## src/rvfi_chk_pkg.sv

```systemverilog
package rvfi_chk_pkg;

  //////////////////////////////////////////////////////////////////////
  // Basic widths
  //////////////////////////////////////////////////////////////////////

  // Data or address word on the bus and on RVFI
  typedef logic [31:0] word_t;
  // Byte enable on OBI, byte mask on RVFI
  typedef logic [3:0]  be_t;
  // OBI protection attribute
  typedef logic [2:0]  prot_t;
  // Exception cause as reported in rvfi_trap
  typedef logic [5:0]  exc_cause_t;

  //////////////////////////////////////////////////////////////////////
  // Bus and retirement records
  //////////////////////////////////////////////////////////////////////

  // One granted OBI data request
  typedef struct packed {
    word_t addr;
    be_t   be;
    logic  we;
    word_t wdata;
    prot_t prot;
  } obi_req_t;

  // One OBI data response, in request order
  typedef struct packed {
    word_t rdata;
    logic  err;
  } obi_resp_t;

  // Memory part of one RVFI retirement, exactly one operation
  typedef struct packed {
    word_t addr;
    be_t   rmask;
    be_t   wmask;
    word_t rdata;
    word_t wdata;
    prot_t prot;
  } rvfi_mem_t;

  typedef struct packed {
    logic       trap;
    logic       exception;
    exc_cause_t exception_cause;
  } rvfi_trap_t;

  // Verdict flags, intr_err sits in the lowest bit
  typedef struct packed {
    logic addr_err;
    logic mask_err;
    logic data_err;
    logic prot_err;
    logic missing_err;
    logic intr_err;
  } chk_err_t;

  // Load/store causes whose data is not compared
  localparam exc_cause_t EXC_LOAD_MISALIGNED  = 6'd4;
  localparam exc_cause_t EXC_LOAD_FAULT       = 6'd5;
  localparam exc_cause_t EXC_STORE_MISALIGNED = 6'd6;
  localparam exc_cause_t EXC_STORE_FAULT      = 6'd7;

  // Expands a byte mask into a bit mask over one word
  function automatic word_t be_to_bitmask(be_t be);
    word_t mask;
    for (int i = 0; i < 4; i++) begin
      mask[8*i +: 8] = {8{be[i]}};
    end
    return mask;
  endfunction

endpackage

```

## src/rvfi_chk_ctrl.sv

```systemverilog
`timescale 1ns/1ps

module rvfi_chk_ctrl #(
  parameter int unsigned  FIFO_DEPTH = 8,
  localparam int unsigned CNT_W      = $clog2(FIFO_DEPTH) + 1
) (
  input  logic                     clk_i,
  input  logic                     rst_ni,
  input  logic                     rvfi_valid_i,
  input  rvfi_chk_pkg::rvfi_mem_t  rvfi_mem_i,
  input  rvfi_chk_pkg::rvfi_trap_t rvfi_trap_i,
  input  logic [CNT_W-1:0]         req_count_i,
  input  logic [CNT_W-1:0]         resp_count_i,
  output logic [1:0]               pop_cnt_o,
  output logic                     split_o,
  output logic                     is_read_o,
  output logic                     check_en_o,
  output logic                     data_check_en_o,
  output logic                     missing_o
);

  import rvfi_chk_pkg::*;

  be_t        acc_mask;
  logic [2:0] mask_ones;
  logic [1:0] need_cnt;
  logic       mem_ret;
  logic       enough;
  logic       blocked;

  //////////////////////////////////////////////////////////////////////
  // Classification of the retirement
  //////////////////////////////////////////////////////////////////////

  assign acc_mask  = rvfi_mem_i.rmask | rvfi_mem_i.wmask;
  assign mask_ones = 3'(acc_mask[0]) + 3'(acc_mask[1]) + 3'(acc_mask[2]) + 3'(acc_mask[3]);
  assign is_read_o = |rvfi_mem_i.rmask;
  assign mem_ret   = rvfi_valid_i && (|acc_mask);

  // Access crosses into the next word when offset plus size passes 4 bytes
  assign split_o  = ({1'b0, rvfi_mem_i.addr[1:0]} + mask_ones) > 3'd4;
  assign need_cnt = split_o ? 2'd2 : 2'd1;

  // Both the request and its response must already be stored
  assign enough = (req_count_i >= CNT_W'(need_cnt)) && (resp_count_i >= CNT_W'(need_cnt));

  // Faulting loads and stores keep their transfers but report no valid data
  assign blocked = rvfi_trap_i.trap && rvfi_trap_i.exception &&
                   ((rvfi_trap_i.exception_cause == EXC_LOAD_MISALIGNED)  ||
                    (rvfi_trap_i.exception_cause == EXC_LOAD_FAULT)       ||
                    (rvfi_trap_i.exception_cause == EXC_STORE_MISALIGNED) ||
                    (rvfi_trap_i.exception_cause == EXC_STORE_FAULT));

  //////////////////////////////////////////////////////////////////////
  // Decisions
  //////////////////////////////////////////////////////////////////////

  // Every retirement yields a verdict, even one without a memory access
  assign check_en_o      = rvfi_valid_i;
  assign missing_o       = mem_ret && !enough;
  assign data_check_en_o = mem_ret && enough && !blocked;

  // Nothing is consumed when transfers are missing, so later checks stay aligned
  assign pop_cnt_o = (mem_ret && enough) ? need_cnt : 2'd0;

  // One operation per retirement, so a load and a store never retire together
  a_single_direction: assert property (@(posedge clk_i) disable iff (!rst_ni)
    rvfi_valid_i |-> !((|rvfi_mem_i.rmask) && (|rvfi_mem_i.wmask)));

endmodule

```

## config.mk

```make
export PLATFORM = sky130hd
export DESIGN_NAME = rvfi_chk_ctrl
export DESIGN_NICKNAME = d
export VERILOG_FILES = /design/src/rvfi_chk_pkg.sv /design/src/rvfi_chk_ctrl.sv
export SDC_FILE = /design/constraint.sdc
export NUM_CORES = 1
export LEC_CHECK = 0
export BUFFER_PORTS_ARGS = -buffer_cell sky130_fd_sc_hd__buf_2
export CAP_MARGIN = 15
export CORE_AREA = 2 2 52 54
export DETAILED_ROUTE_END_ITERATION = 7
export DIE_AREA = 0 0 54 56
export GPL_TIMING_DRIVEN = 0
export MAX_ROUTING_LAYER = met4
export PLACE_DENSITY_LB_ADDON = 0.1
export SYNTH_ARGS = -nofsm -noshare
export SYNTH_HDL_FRONTEND = slang
export SYNTH_SLANG_ARGS = --single-unit
```

## constraint.sdc

```tcl
create_clock -name vclk -period 11.2
set_clock_uncertainty 0.2 [all_clocks]
set_input_delay 1.12 -clock vclk [all_inputs]
set_output_delay 1.12 -clock vclk [all_outputs]
set_load 0.1 [all_outputs]
```

==> run_results.csv, run 1 <==
group,metric,value,unit
outcome,status,"finished, final reports clean",
logic_synthesis,netlist.area_leader.share,0.232,
place,place_congestion,0.657,
floorplanning,rows,18,
floorplanning,dieArea,3020,µm²
worst_hold_path,hold_class,"input port to primary output",
floorplanning,start_util,0.106,
logic_synthesis,yosysWarnings,0,
logic_synthesis,syn_area_per_cell,7.85,µm²
critical_path,crit_type,"input port to primary output",
route,wire_per_inst,8.21,µm
critical_path,arrival,4.71,ns
global_route,grt_pass1_wl,1.12,mm
route,ant_nets,0,
place,io_buffers,32,
cells_and_area,num-fill-cells,290,
cells_and_area,nClkBuffers,0,
sta,tightest_slew,0.472,ns
critical_path,startpoint_type,"input port",
sta,final.min_clock_period,6.03,ns
worst_hold_path,hold_path_depth,3,
global_route,grt_pass1_vias,276,
route,num_vias,335,
job,max_cap_violations,0,
cells_and_area,area_delta_synth_final,76.3,%
sta,rsz0062_at_grt,"no",
logic_synthesis,synth.distinct_cells,14,
route,drc,0,
worst_hold_path,min_from,"rvfi_trap_i[6]",
global_route,gr-total-overflow,0,
floorplanning,dieWidth,54,µm
route,initialDrtViolationCount,7,
global_route,grt_use_total,0.0460,
critical_path,end_kind,"primary output",
power,power_density,106,nW/µm²
logic_synthesis,synth.area.top_cells,"fa_1 23%, ha_1 19%, inv_1 12%, a2111o_1 8.7%, nor2_1 8.7%",
floorplanning,die_h,56,µm
power,swShare,0.757,
floorplanning,coreArea,2430,µm²
clock_network,cts_hold_buffers,0,
place,hpwlAfterDp,747,µm
logic_synthesis,syn-instance-count,33,
logic_synthesis,synth_area,259,µm²
logic_synthesis,synth_area_leader_cell,"fa_1",
cells_and_area,seq_cell_count,0,
floorplanning,ios,133,
cells_and_area,register_area,0,µm²
logic_synthesis,seq_area_frac_synth,0,
power,intPower,0.0118,mW
cells_and_area,drive_gt1_frac,0.523,
worst_hold_path,min_to,"data_check_en_o",
logic_synthesis,yosys-top-cells-count,"8 x inv_1, 6 x nor2_1, 4 x ha_1",
clock_network,postCtsResizedCells,0,
power,clkPwrFrac,0,
sta,setup_viol,0,
route,totalWireLength,780,µm
sta,period_share,0.538,
clock_network,cts_setup_buffers,0,
power,combinationalPowerShare,1.000,
cells_and_area,antennaDiodeCount,0,
sta,slew_headroom,0.683,
logic_synthesis,synth_fp_nets,166,
route,viasPerCell,3.53,
sta,max_freq,0.166,GHz
critical_path,worstPathRequired,9.88,ns
sta,setup_tns,0,ns
sta,final_max_slew_viol_count,0,
global_route,grt_max_degree,7,
sta,hold_violations,0,
power,p_sw,0.0367,mW
power,ir_drop,0.0000535,V
critical_path,critPathMaxFanout,6,
cells_and_area,instances_no_fill,95,
cells_and_area,final_nets,200,
route,drt_pre_antenna_iters,2,
power,p_leak,0.258,nW
power,pwr-share-seq,0,
cells_and_area,multiInputGateArea,221,µm²
place,dp.cells,95,
logic_synthesis,yosysMostFrequentCell,"inv_1",
global_route,antenna_found_initial,0,
[routing by layer]
metal  up-vias  wire length (µm)  global-route usage
met1       134               368              0.0660
met5         -                 0                   -
li1        177                 -                   -
met4         0                 0                   0
met2        24               307              0.0732
met3         0               104             0.00538
[worst max path at each step]
stage / slack (ns) / from / cells after the start / to
finish: 5.17 / rvfi_mem_i[67] / 12 / missing_o
global route: 4.98 / rvfi_mem_i[67] / 12 / missing_o
CTS: 5.13 / rvfi_mem_i[67] / 12 / missing_o
detailed placement: 5.13 / rvfi_mem_i[67] / 12 / missing_o
global placement: 5.11 / rvfi_mem_i[67] / 12 / missing_o
floorplan: 4.63 / rvfi_mem_i[67] / 10 / missing_o
[power by group through the flow]
stage / Sequential [mW] / Clock, mW / Combinational (mW)
finish: 0 / 0 / 0.0484
global placement: 0 / 0 / 0.0489
floorplan: 0 / 0 / 0.0383
CTS: 0 / 0 / 0.0491
detailed placement: 0 / 0 / 0.0490
global route: 0 / 0 / 0.0524
[metrics by stage]
step | util | setup WS (ns) | power, mW | instance area (µm²) | hold WS [ns]
2_1_floorplan | - | 4.63 | 0.0383 | 259 | 2.25
3_3_place_gp | 0.188 | 5.11 | 0.0489 | 457 | 2.45
3_5_place_dp | 0.188 | 5.13 | 0.0490 | 457 | 2.46
4_1_cts | 0.188 | 5.13 | 0.0491 | 457 | 2.46
5_1_grt | 0.188 | 4.98 | 0.0524 | 457 | 2.48
6_report | 0.188 | 5.17 | 0.0484 | 457 | 2.45
[cell type report]
| class | instances | share of cell area |
|---|---|---|
| multi-input combinational | 24 | 0.485 |
| inverter | 8 | 0.0658 |
| buffer | 1 | 0.0164 |
| tap | 30 | 0.0822 |
| timing repair buffer | 32 | 0.351 |
[worst max-delay path: stages]
cell      delay, ns
buf_2          0.10
nor2_1         0.18
fa_1           0.47
fa_1           0.42
inv_1          0.08
fa_1           0.41
o21ai_1        0.40
ha_1           0.32
nand2b_1       0.15
a2111o_1       0.44
a21boi_1       0.17
buf_2          0.45
[placed cells by master (no fill, tap or decap)]
| cell type | count |
|---|---|
| buf_4 | 1 |
| nand2b_1 | 2 |
| nor2_1 | 6 |
| nor4b_1 | 1 |
| o21ai_1 | 1 |
| buf_2 | 32 |
| nand3_2 | 1 |
| or4_1 | 1 |
| a21boi_1 | 1 |
| fa_1 | 3 |
| a31oi_1 | 1 |
| a2111o_1 | 2 |
| a41oi_1 | 1 |
| ha_1 | 4 |
| inv_1 | 8 |
[kinds of logic after synthesis]
| kind of cell | count (synthesis) | share of synthesized area |
|---|---|---|
| adders and majority gates | 7 | 0.425 |
| AOI/OAI and AO/OA | 6 | 0.193 |
| buffers and inverters | 9 | 0.145 |
| and+or+nand+nor | 11 | 0.237 |
Note: power is estimated with default switching activity, not from simulation.
==> inputs of run 2 (changes only) <==
Settings changed: ABC_AREA set to 1, CORE_AREA 2 2 52 54 to not set, CORE_MARGIN set to 2, CORE_UTILIZATION set to 14, DIE_AREA 0 0 54 56 to not set.
Clock period 11.2 ns to 5.1 ns, I/O delays scaled along.
==> run_results.csv, run 2 <==
group,metric,value,unit
critical_path,critPathMaxFanout,6,
cells_and_area,area_delta_synth_final,60.9,%
route,wl_met1,273,µm
route,initialDrtViolationCount,2,
route,wire_per_inst,6.19,µm
sta,final.min_clock_period,4.16,ns
global_route,grt_pass1_vias,298,
critical_path,cp.depth,18,
critical_path,cp_slowest_cell,"fa_1",
cells_and_area,drive_gt1_frac,0.455,
logic_synthesis,synth_area,320,µm²
sta,rsz0062_at_grt,"no",
power,ir_drop,0.000113,V
cells_and_area,mostFrequentLayoutCells,"32 x buf_2, 16 x inv_1, 14 x nand2_1, 9 x nor2_1, 5 x nor2_2",
logic_synthesis,seq_area_frac_synth,0,
critical_path,worstPathRequired,4.39,ns
clock_network,cts_setup_buffers,0,
place,io_buffers,32,
logic_synthesis,yosysWarnings,0,
logic_synthesis,synth.distinct_cells,10,
job,max_cap_violations,0,
route,dr_wl_met2,405,µm
logic_synthesis,syn_area_per_cell,5.72,µm²
place,hpwlAfterDp,718,µm
cells_and_area,layout_commonest_cell,"buf_2",
global_route,antenna_found_initial,0,
critical_path,startpoint_type,"input port",
route,drt_pre_antenna_iters,4,
cells_and_area,final_nets,223,
floorplanning,rows,17,
logic_synthesis,netlist.area_leader.share,0.188,
critical_path,slowest_delay,0.46,ns
sta,period_share,0.816,
cells_and_area,seq_cell_count,0,
critical_path,crit_type,"input port to primary output",
floorplanning,ios,133,
floorplanning,coreArea,2190,µm²
critical_path,path_buf_inv,6,
critical_path,end_kind,"primary output",
floorplanning,start_util,0.146,
floorplanning,die_h,51.8,µm
logic_synthesis,yosys-top-cells-count,"16 x inv_1, 14 x nand2_1, 9 x nor2_1",
sta,max_freq,0.240,GHz
critical_path,arrival,3.45,ns
sta,setup_viol,0,
cells_and_area,num-fill-cells,276,
route,drc,0,
critical_path,path_delay_family,"adder cells",
place,place_ws,0.855,ns
critical_path,crit_path_cell_trace,"buf_2 -> nor2_2 -> fa_1 -> fa_1 -> inv_1 -> fa_1 -> inv_1 -> nand2_1 -> nand2_1 -> ha_1 -> inv_1 -> nand2_1 -> nand2_1 -> nand2_1 -> nand2_1 -> nand2_1 -> inv_1 -> buf_2",
floorplanning,dieArea,2690,µm²
global_route,grt_pass1_wl,1.09,mm
place,place_congestion,0.589,
critical_path,startpoint,"rvfi_mem_i[67]",
sta,setup_tns,0,ns
logic_synthesis,syn-instance-count,56,
floorplanning,dieWidth,51.8,µm
sta,holdWs,1.32,ns
route,num_vias,388,
route,ant_nets,0,
route,highest_layer,"met3",
logic_synthesis,synth_fp_nets,189,
cells_and_area,antennaDiodeCount,0,
power,totalPowerFinal,0.111,mW
cells_and_area,multiInputGateArea,253,µm²
route,viasPerCell,3.34,
logic_synthesis,yosysMostFrequentCell,"inv_1",
logic_synthesis,synth_area_leader_cell,"fa_1",
global_route,grt_use_total,0.0506,
critical_path,cpMostUsedCell,"nand2_1",
route,route.met3.wl,39,µm
cells_and_area,register_area,0,µm²
sta,hold_violations,0,
global_route,grt_max_degree,7,
global_route,gr-total-overflow,0,
clock_network,cts_hold_buffers,0,
sta,final_max_slew_viol_count,0,
worst_hold_path,hold_class,"input port to primary output",
power,power_density,216,nW/µm²
cells_and_area,nClkBuffers,0,
critical_path,cp-endpoint,"missing_o",
sta,slew_headroom,0.676,
clock_network,postCtsResizedCells,0,
outcome,status,"finished, final reports clean",
sta,tightest_slew,0.489,ns
route,totalWireLength,718,µm
power,p_leak,0.334,nW
sta,postLayoutSetupSlackWorst,0.940,ns
logic_synthesis,synth.area.top_cells,"fa_1 19%, inv_1 19%, nand2_1 16%, ha_1 16%, nor2_1 11%",
[run 2: changes by cell type after synthesis, sizes merged, moves of 2 or more]
| cell | delta |
|---|---|
| nand2 | +16 |
| inv | +8 |
| nor2 | +8 |
| a2111o | -2 |
| nand2b | -2 |
[run 2: logic make-up after synthesis]
logic type | after synthesis | synth area share
AND/OR/NAND/NOR | 32 | 0.445
adder cells (fa/ha/maj) | 7 | 0.344
buffers and inverters | 17 | 0.211
[run 2: report_power, final]
part	switching, mW	internal, mW	total [mW]	leakage (nW)
registers	0	0	0	0
clock network	0	0	0	0
logic	0.0846	0.0267	0.111	0.334
[run 2: layer usage]
metal / vias up / track usage
met5: - / -
met1: 158 / 0.0613
met2: 9 / 0.0970
met4: 0 / 0
li1: 221 / -
met3: 0 / 0.00287
[run 2: tightest hold or removal path, stage by stage]
cell and delay, ns:
buf_2 0.10, buf_4 0.12, buf_2 0.28
[run 2: final cells by class]
| cell class | count | area share |
|---|---|---|
| inverter | 16 | 0.117 |
| timing repair buffer | 32 | 0.311 |
| buffer | 1 | 0.0146 |
| tap | 28 | 0.0680 |
| multi-input combinational | 39 | 0.490 |
[run 2: worst min path at each step]
stage          cells past startpoint    startpoint  slack [ns]          to
2_1_floorplan                      1  rvfi_valid_i        1.03  check_en_o
3_3_place_gp                       3  rvfi_valid_i        1.32  check_en_o
3_5_place_dp                       3  rvfi_valid_i        1.32  check_en_o
4_1_cts                            3  rvfi_valid_i        1.32  check_en_o
5_1_grt                            3  rvfi_valid_i        1.33  check_en_o
6_report                           3  rvfi_valid_i        1.32  check_en_o
[run 2: metrics by stage]
stage / std cells / instance area [µm²] / utilization
after floorplan: 56 / 320 / -
after detailed placement: 116 / 515 / 0.235
after global routing: 116 / 515 / 0.235
after CTS: 116 / 515 / 0.235
after global placement: 116 / 515 / 0.235
final: 116 / 515 / 0.235
==> inputs of run 3 (changes only) <==
Clock period 5.1 ns to 3.4 ns, I/O delays scaled along.
==> run_results.csv, run 3 (same netlist as run 2, synthesis figures left out) <==
group,metric,value,unit
outcome,status,"finished, violations left",
outcome,violations,"setup timing",
cells_and_area,num-fill-cells,245,
place,place_congestion,0.634,
cells_and_area,drive_gt1_frac,0.648,
power,p_leak,0.360,nW
sta,rsz0062_at_grt,"yes",
power,combinationalPowerShare,1.000,
global_route,gr-total-overflow,0,
power,clkPwrFrac,0,
power,p_sw,0.154,mW
sta,final.min_clock_period,3.40,ns
place,dpl-instance-area,573,µm²
global_route,grt_use_total,0.0586,
floorplanning,coreArea,2190,µm²
cells_and_area,finish.instance_area,706,µm²
critical_path,worstPathRequired,2.86,ns
route,drt_pre_antenna_iters,2,
floorplanning,ios,133,
route,initialDrtViolationCount,1,
power,ir_drop,0.000117,V
sta,tightest_slew,0.485,ns
route,ant_nets,0,
power,pwr-share-seq,0,
critical_path,end_kind,"primary output",
sta,final_max_slew_viol_count,0,
place,place_ws,-0.385,ns
sta,max_freq,0.294,GHz
sta,slew_headroom,0.679,
critical_path,critPathMaxFanout,5,
sta,postLayoutSetupSlackWorst,-0.000622,ns
floorplanning,dieArea,2690,µm²
floorplanning,dieWidth,51.8,µm
clock_network,cts_hold_buffers,0,
cells_and_area,final_nets,226,
cells_and_area,seq_cell_count,0,
power,power_density,346,nW/µm²
global_route,grt_pass1_wl,1.25,mm
cells_and_area,layout_commonest_cell,"buf_2",
floorplanning,start_util,0.146,
worst_hold_path,hold_class,"input port to primary output",
route,totalWireLength,826,µm
cells_and_area,register_area,0,µm²
global_route,grt_pass1_vias,335,
cells_and_area,nClkBuffers,0,
cells_and_area,area_delta_synth_final,120,%
job,max_cap_violations,0,
power,swShare,0.630,
route,viasPerCell,3.49,
critical_path,startpoint,"rvfi_mem_i[71]",
power,intPower,0.0904,mW
sta,period_share,1.00,
place,io_buffers,32,
route,wire_per_inst,6.94,µm
sta,setup_viol,1,
route,drc,0,
critical_path,startpoint_type,"input port",
route,num_vias,415,
critical_path,cp-endpoint,"pop_cnt_o[0]",
critical_path,arrival,2.86,ns
sta,hold_violations,0,
critical_path,crit_type,"input port to primary output",
floorplanning,rows,17,
place,hpwlAfterDp,744,µm
global_route,antenna_found_initial,0,
global_route,grt_max_degree,6,
cells_and_area,antennaDiodeCount,0,
cells_and_area,mostFrequentLayoutCells,"25 x buf_2, 11 x nand2_1, 9 x inv_1, 6 x nor2_1",
floorplanning,die_h,51.8,µm
[run 3: cell types whose count changed in the layout (fill, tap and decap cells not counted), moves of 3 or more]
cell     before  now
buf_12        0    4
buf_2        32   25
buf_4         1    4
inv_1        16    9
inv_2         0    5
nand2_1      14   11
nor2_1        9    6
nor2_4        0    5
[run 3: worst min-delay path by stage]
| stage | startpoint | to | slack (ns) | cells past startpoint |
|---|---|---|---|---|
| floorplan | rvfi_valid_i | check_en_o | 0.69 | 1 |
| global placement | rvfi_valid_i | check_en_o | 0.98 | 3 |
| detailed placement | rvfi_valid_i | check_en_o | 0.98 | 3 |
| CTS | rvfi_trap_i[4] | data_check_en_o | 0.92 | 4 |
| global route | rvfi_trap_i[4] | data_check_en_o | 0.92 | 4 |
| finish | rvfi_trap_i[4] | data_check_en_o | 0.88 | 4 |
[run 3: critical path, cell delays in order]
cell	delay (ns)
buf_8	0.08
nor2_4	0.04
fa_1	0.55
fa_2	0.20
inv_2	0.03
fa_1	0.47
inv_1	0.05
nand2_2	0.07
nand2_4	0.09
ha_4	0.27
inv_2	0.02
nand2_1	0.04
nand2_1	0.04
nand2_1	0.07
nand2_2	0.07
inv_2	0.06
nand2_4	0.07
nor2_4	0.13
buf_12	0.18
[run 3: stage by stage]
| step | setup TNS, ns | std cells | utilization | total power [mW] | hold WS [ns] |
|---|---|---|---|---|---|
| global placement | -1.40 | 116 | 0.262 | 0.193 | 0.981 |
| global route | -0.508 | 119 | 0.322 | 0.263 | 0.920 |
| finish | -0.000622 | 119 | 0.322 | 0.244 | 0.884 |
| CTS | -0.275 | 118 | 0.314 | 0.241 | 0.915 |
| detailed placement | -1.44 | 116 | 0.262 | 0.193 | 0.982 |
| floorplan | -0.330 | 56 | - | 0.159 | 0.692 |
[run 3: power by group through the flow]
stage | clock (mW) | sequential (mW) | combinational, mW
3_5_place_dp | 0 | 0 | 0.193
4_1_cts | 0 | 0 | 0.241
2_1_floorplan | 0 | 0 | 0.159
5_1_grt | 0 | 0 | 0.263
3_3_place_gp | 0 | 0 | 0.193
6_report | 0 | 0 | 0.244
[run 3: timing repair]
item	in CTS	in global routing
gates cloned	0	0
setup buffers	2	1
setup endpoints to repair	4	4
pin swaps	13	8
gates resized for setup	24	2
[run 3: area by class of cell]
cell class                      count  area (µm²)  area share
Timing Repair Buffer               35         265       0.376
Inverter                           16        67.6      0.0957
Tap cell                           28        35.0      0.0496
Multi-Input combinational cell     39         330       0.468
Buffer                              1        7.51      0.0106
[run 3: metal layers]
metal | vias to the layer above | part of all wire | track usage
met2 | 16 | 0.49 | 0.101
met4 | 0 | 0 | 0
met1 | 172 | 0.42 | 0.0807
met3 | 0 | 0.093 | 0.00287
li1 | 227 | - | -
met5 | - | 0 | -
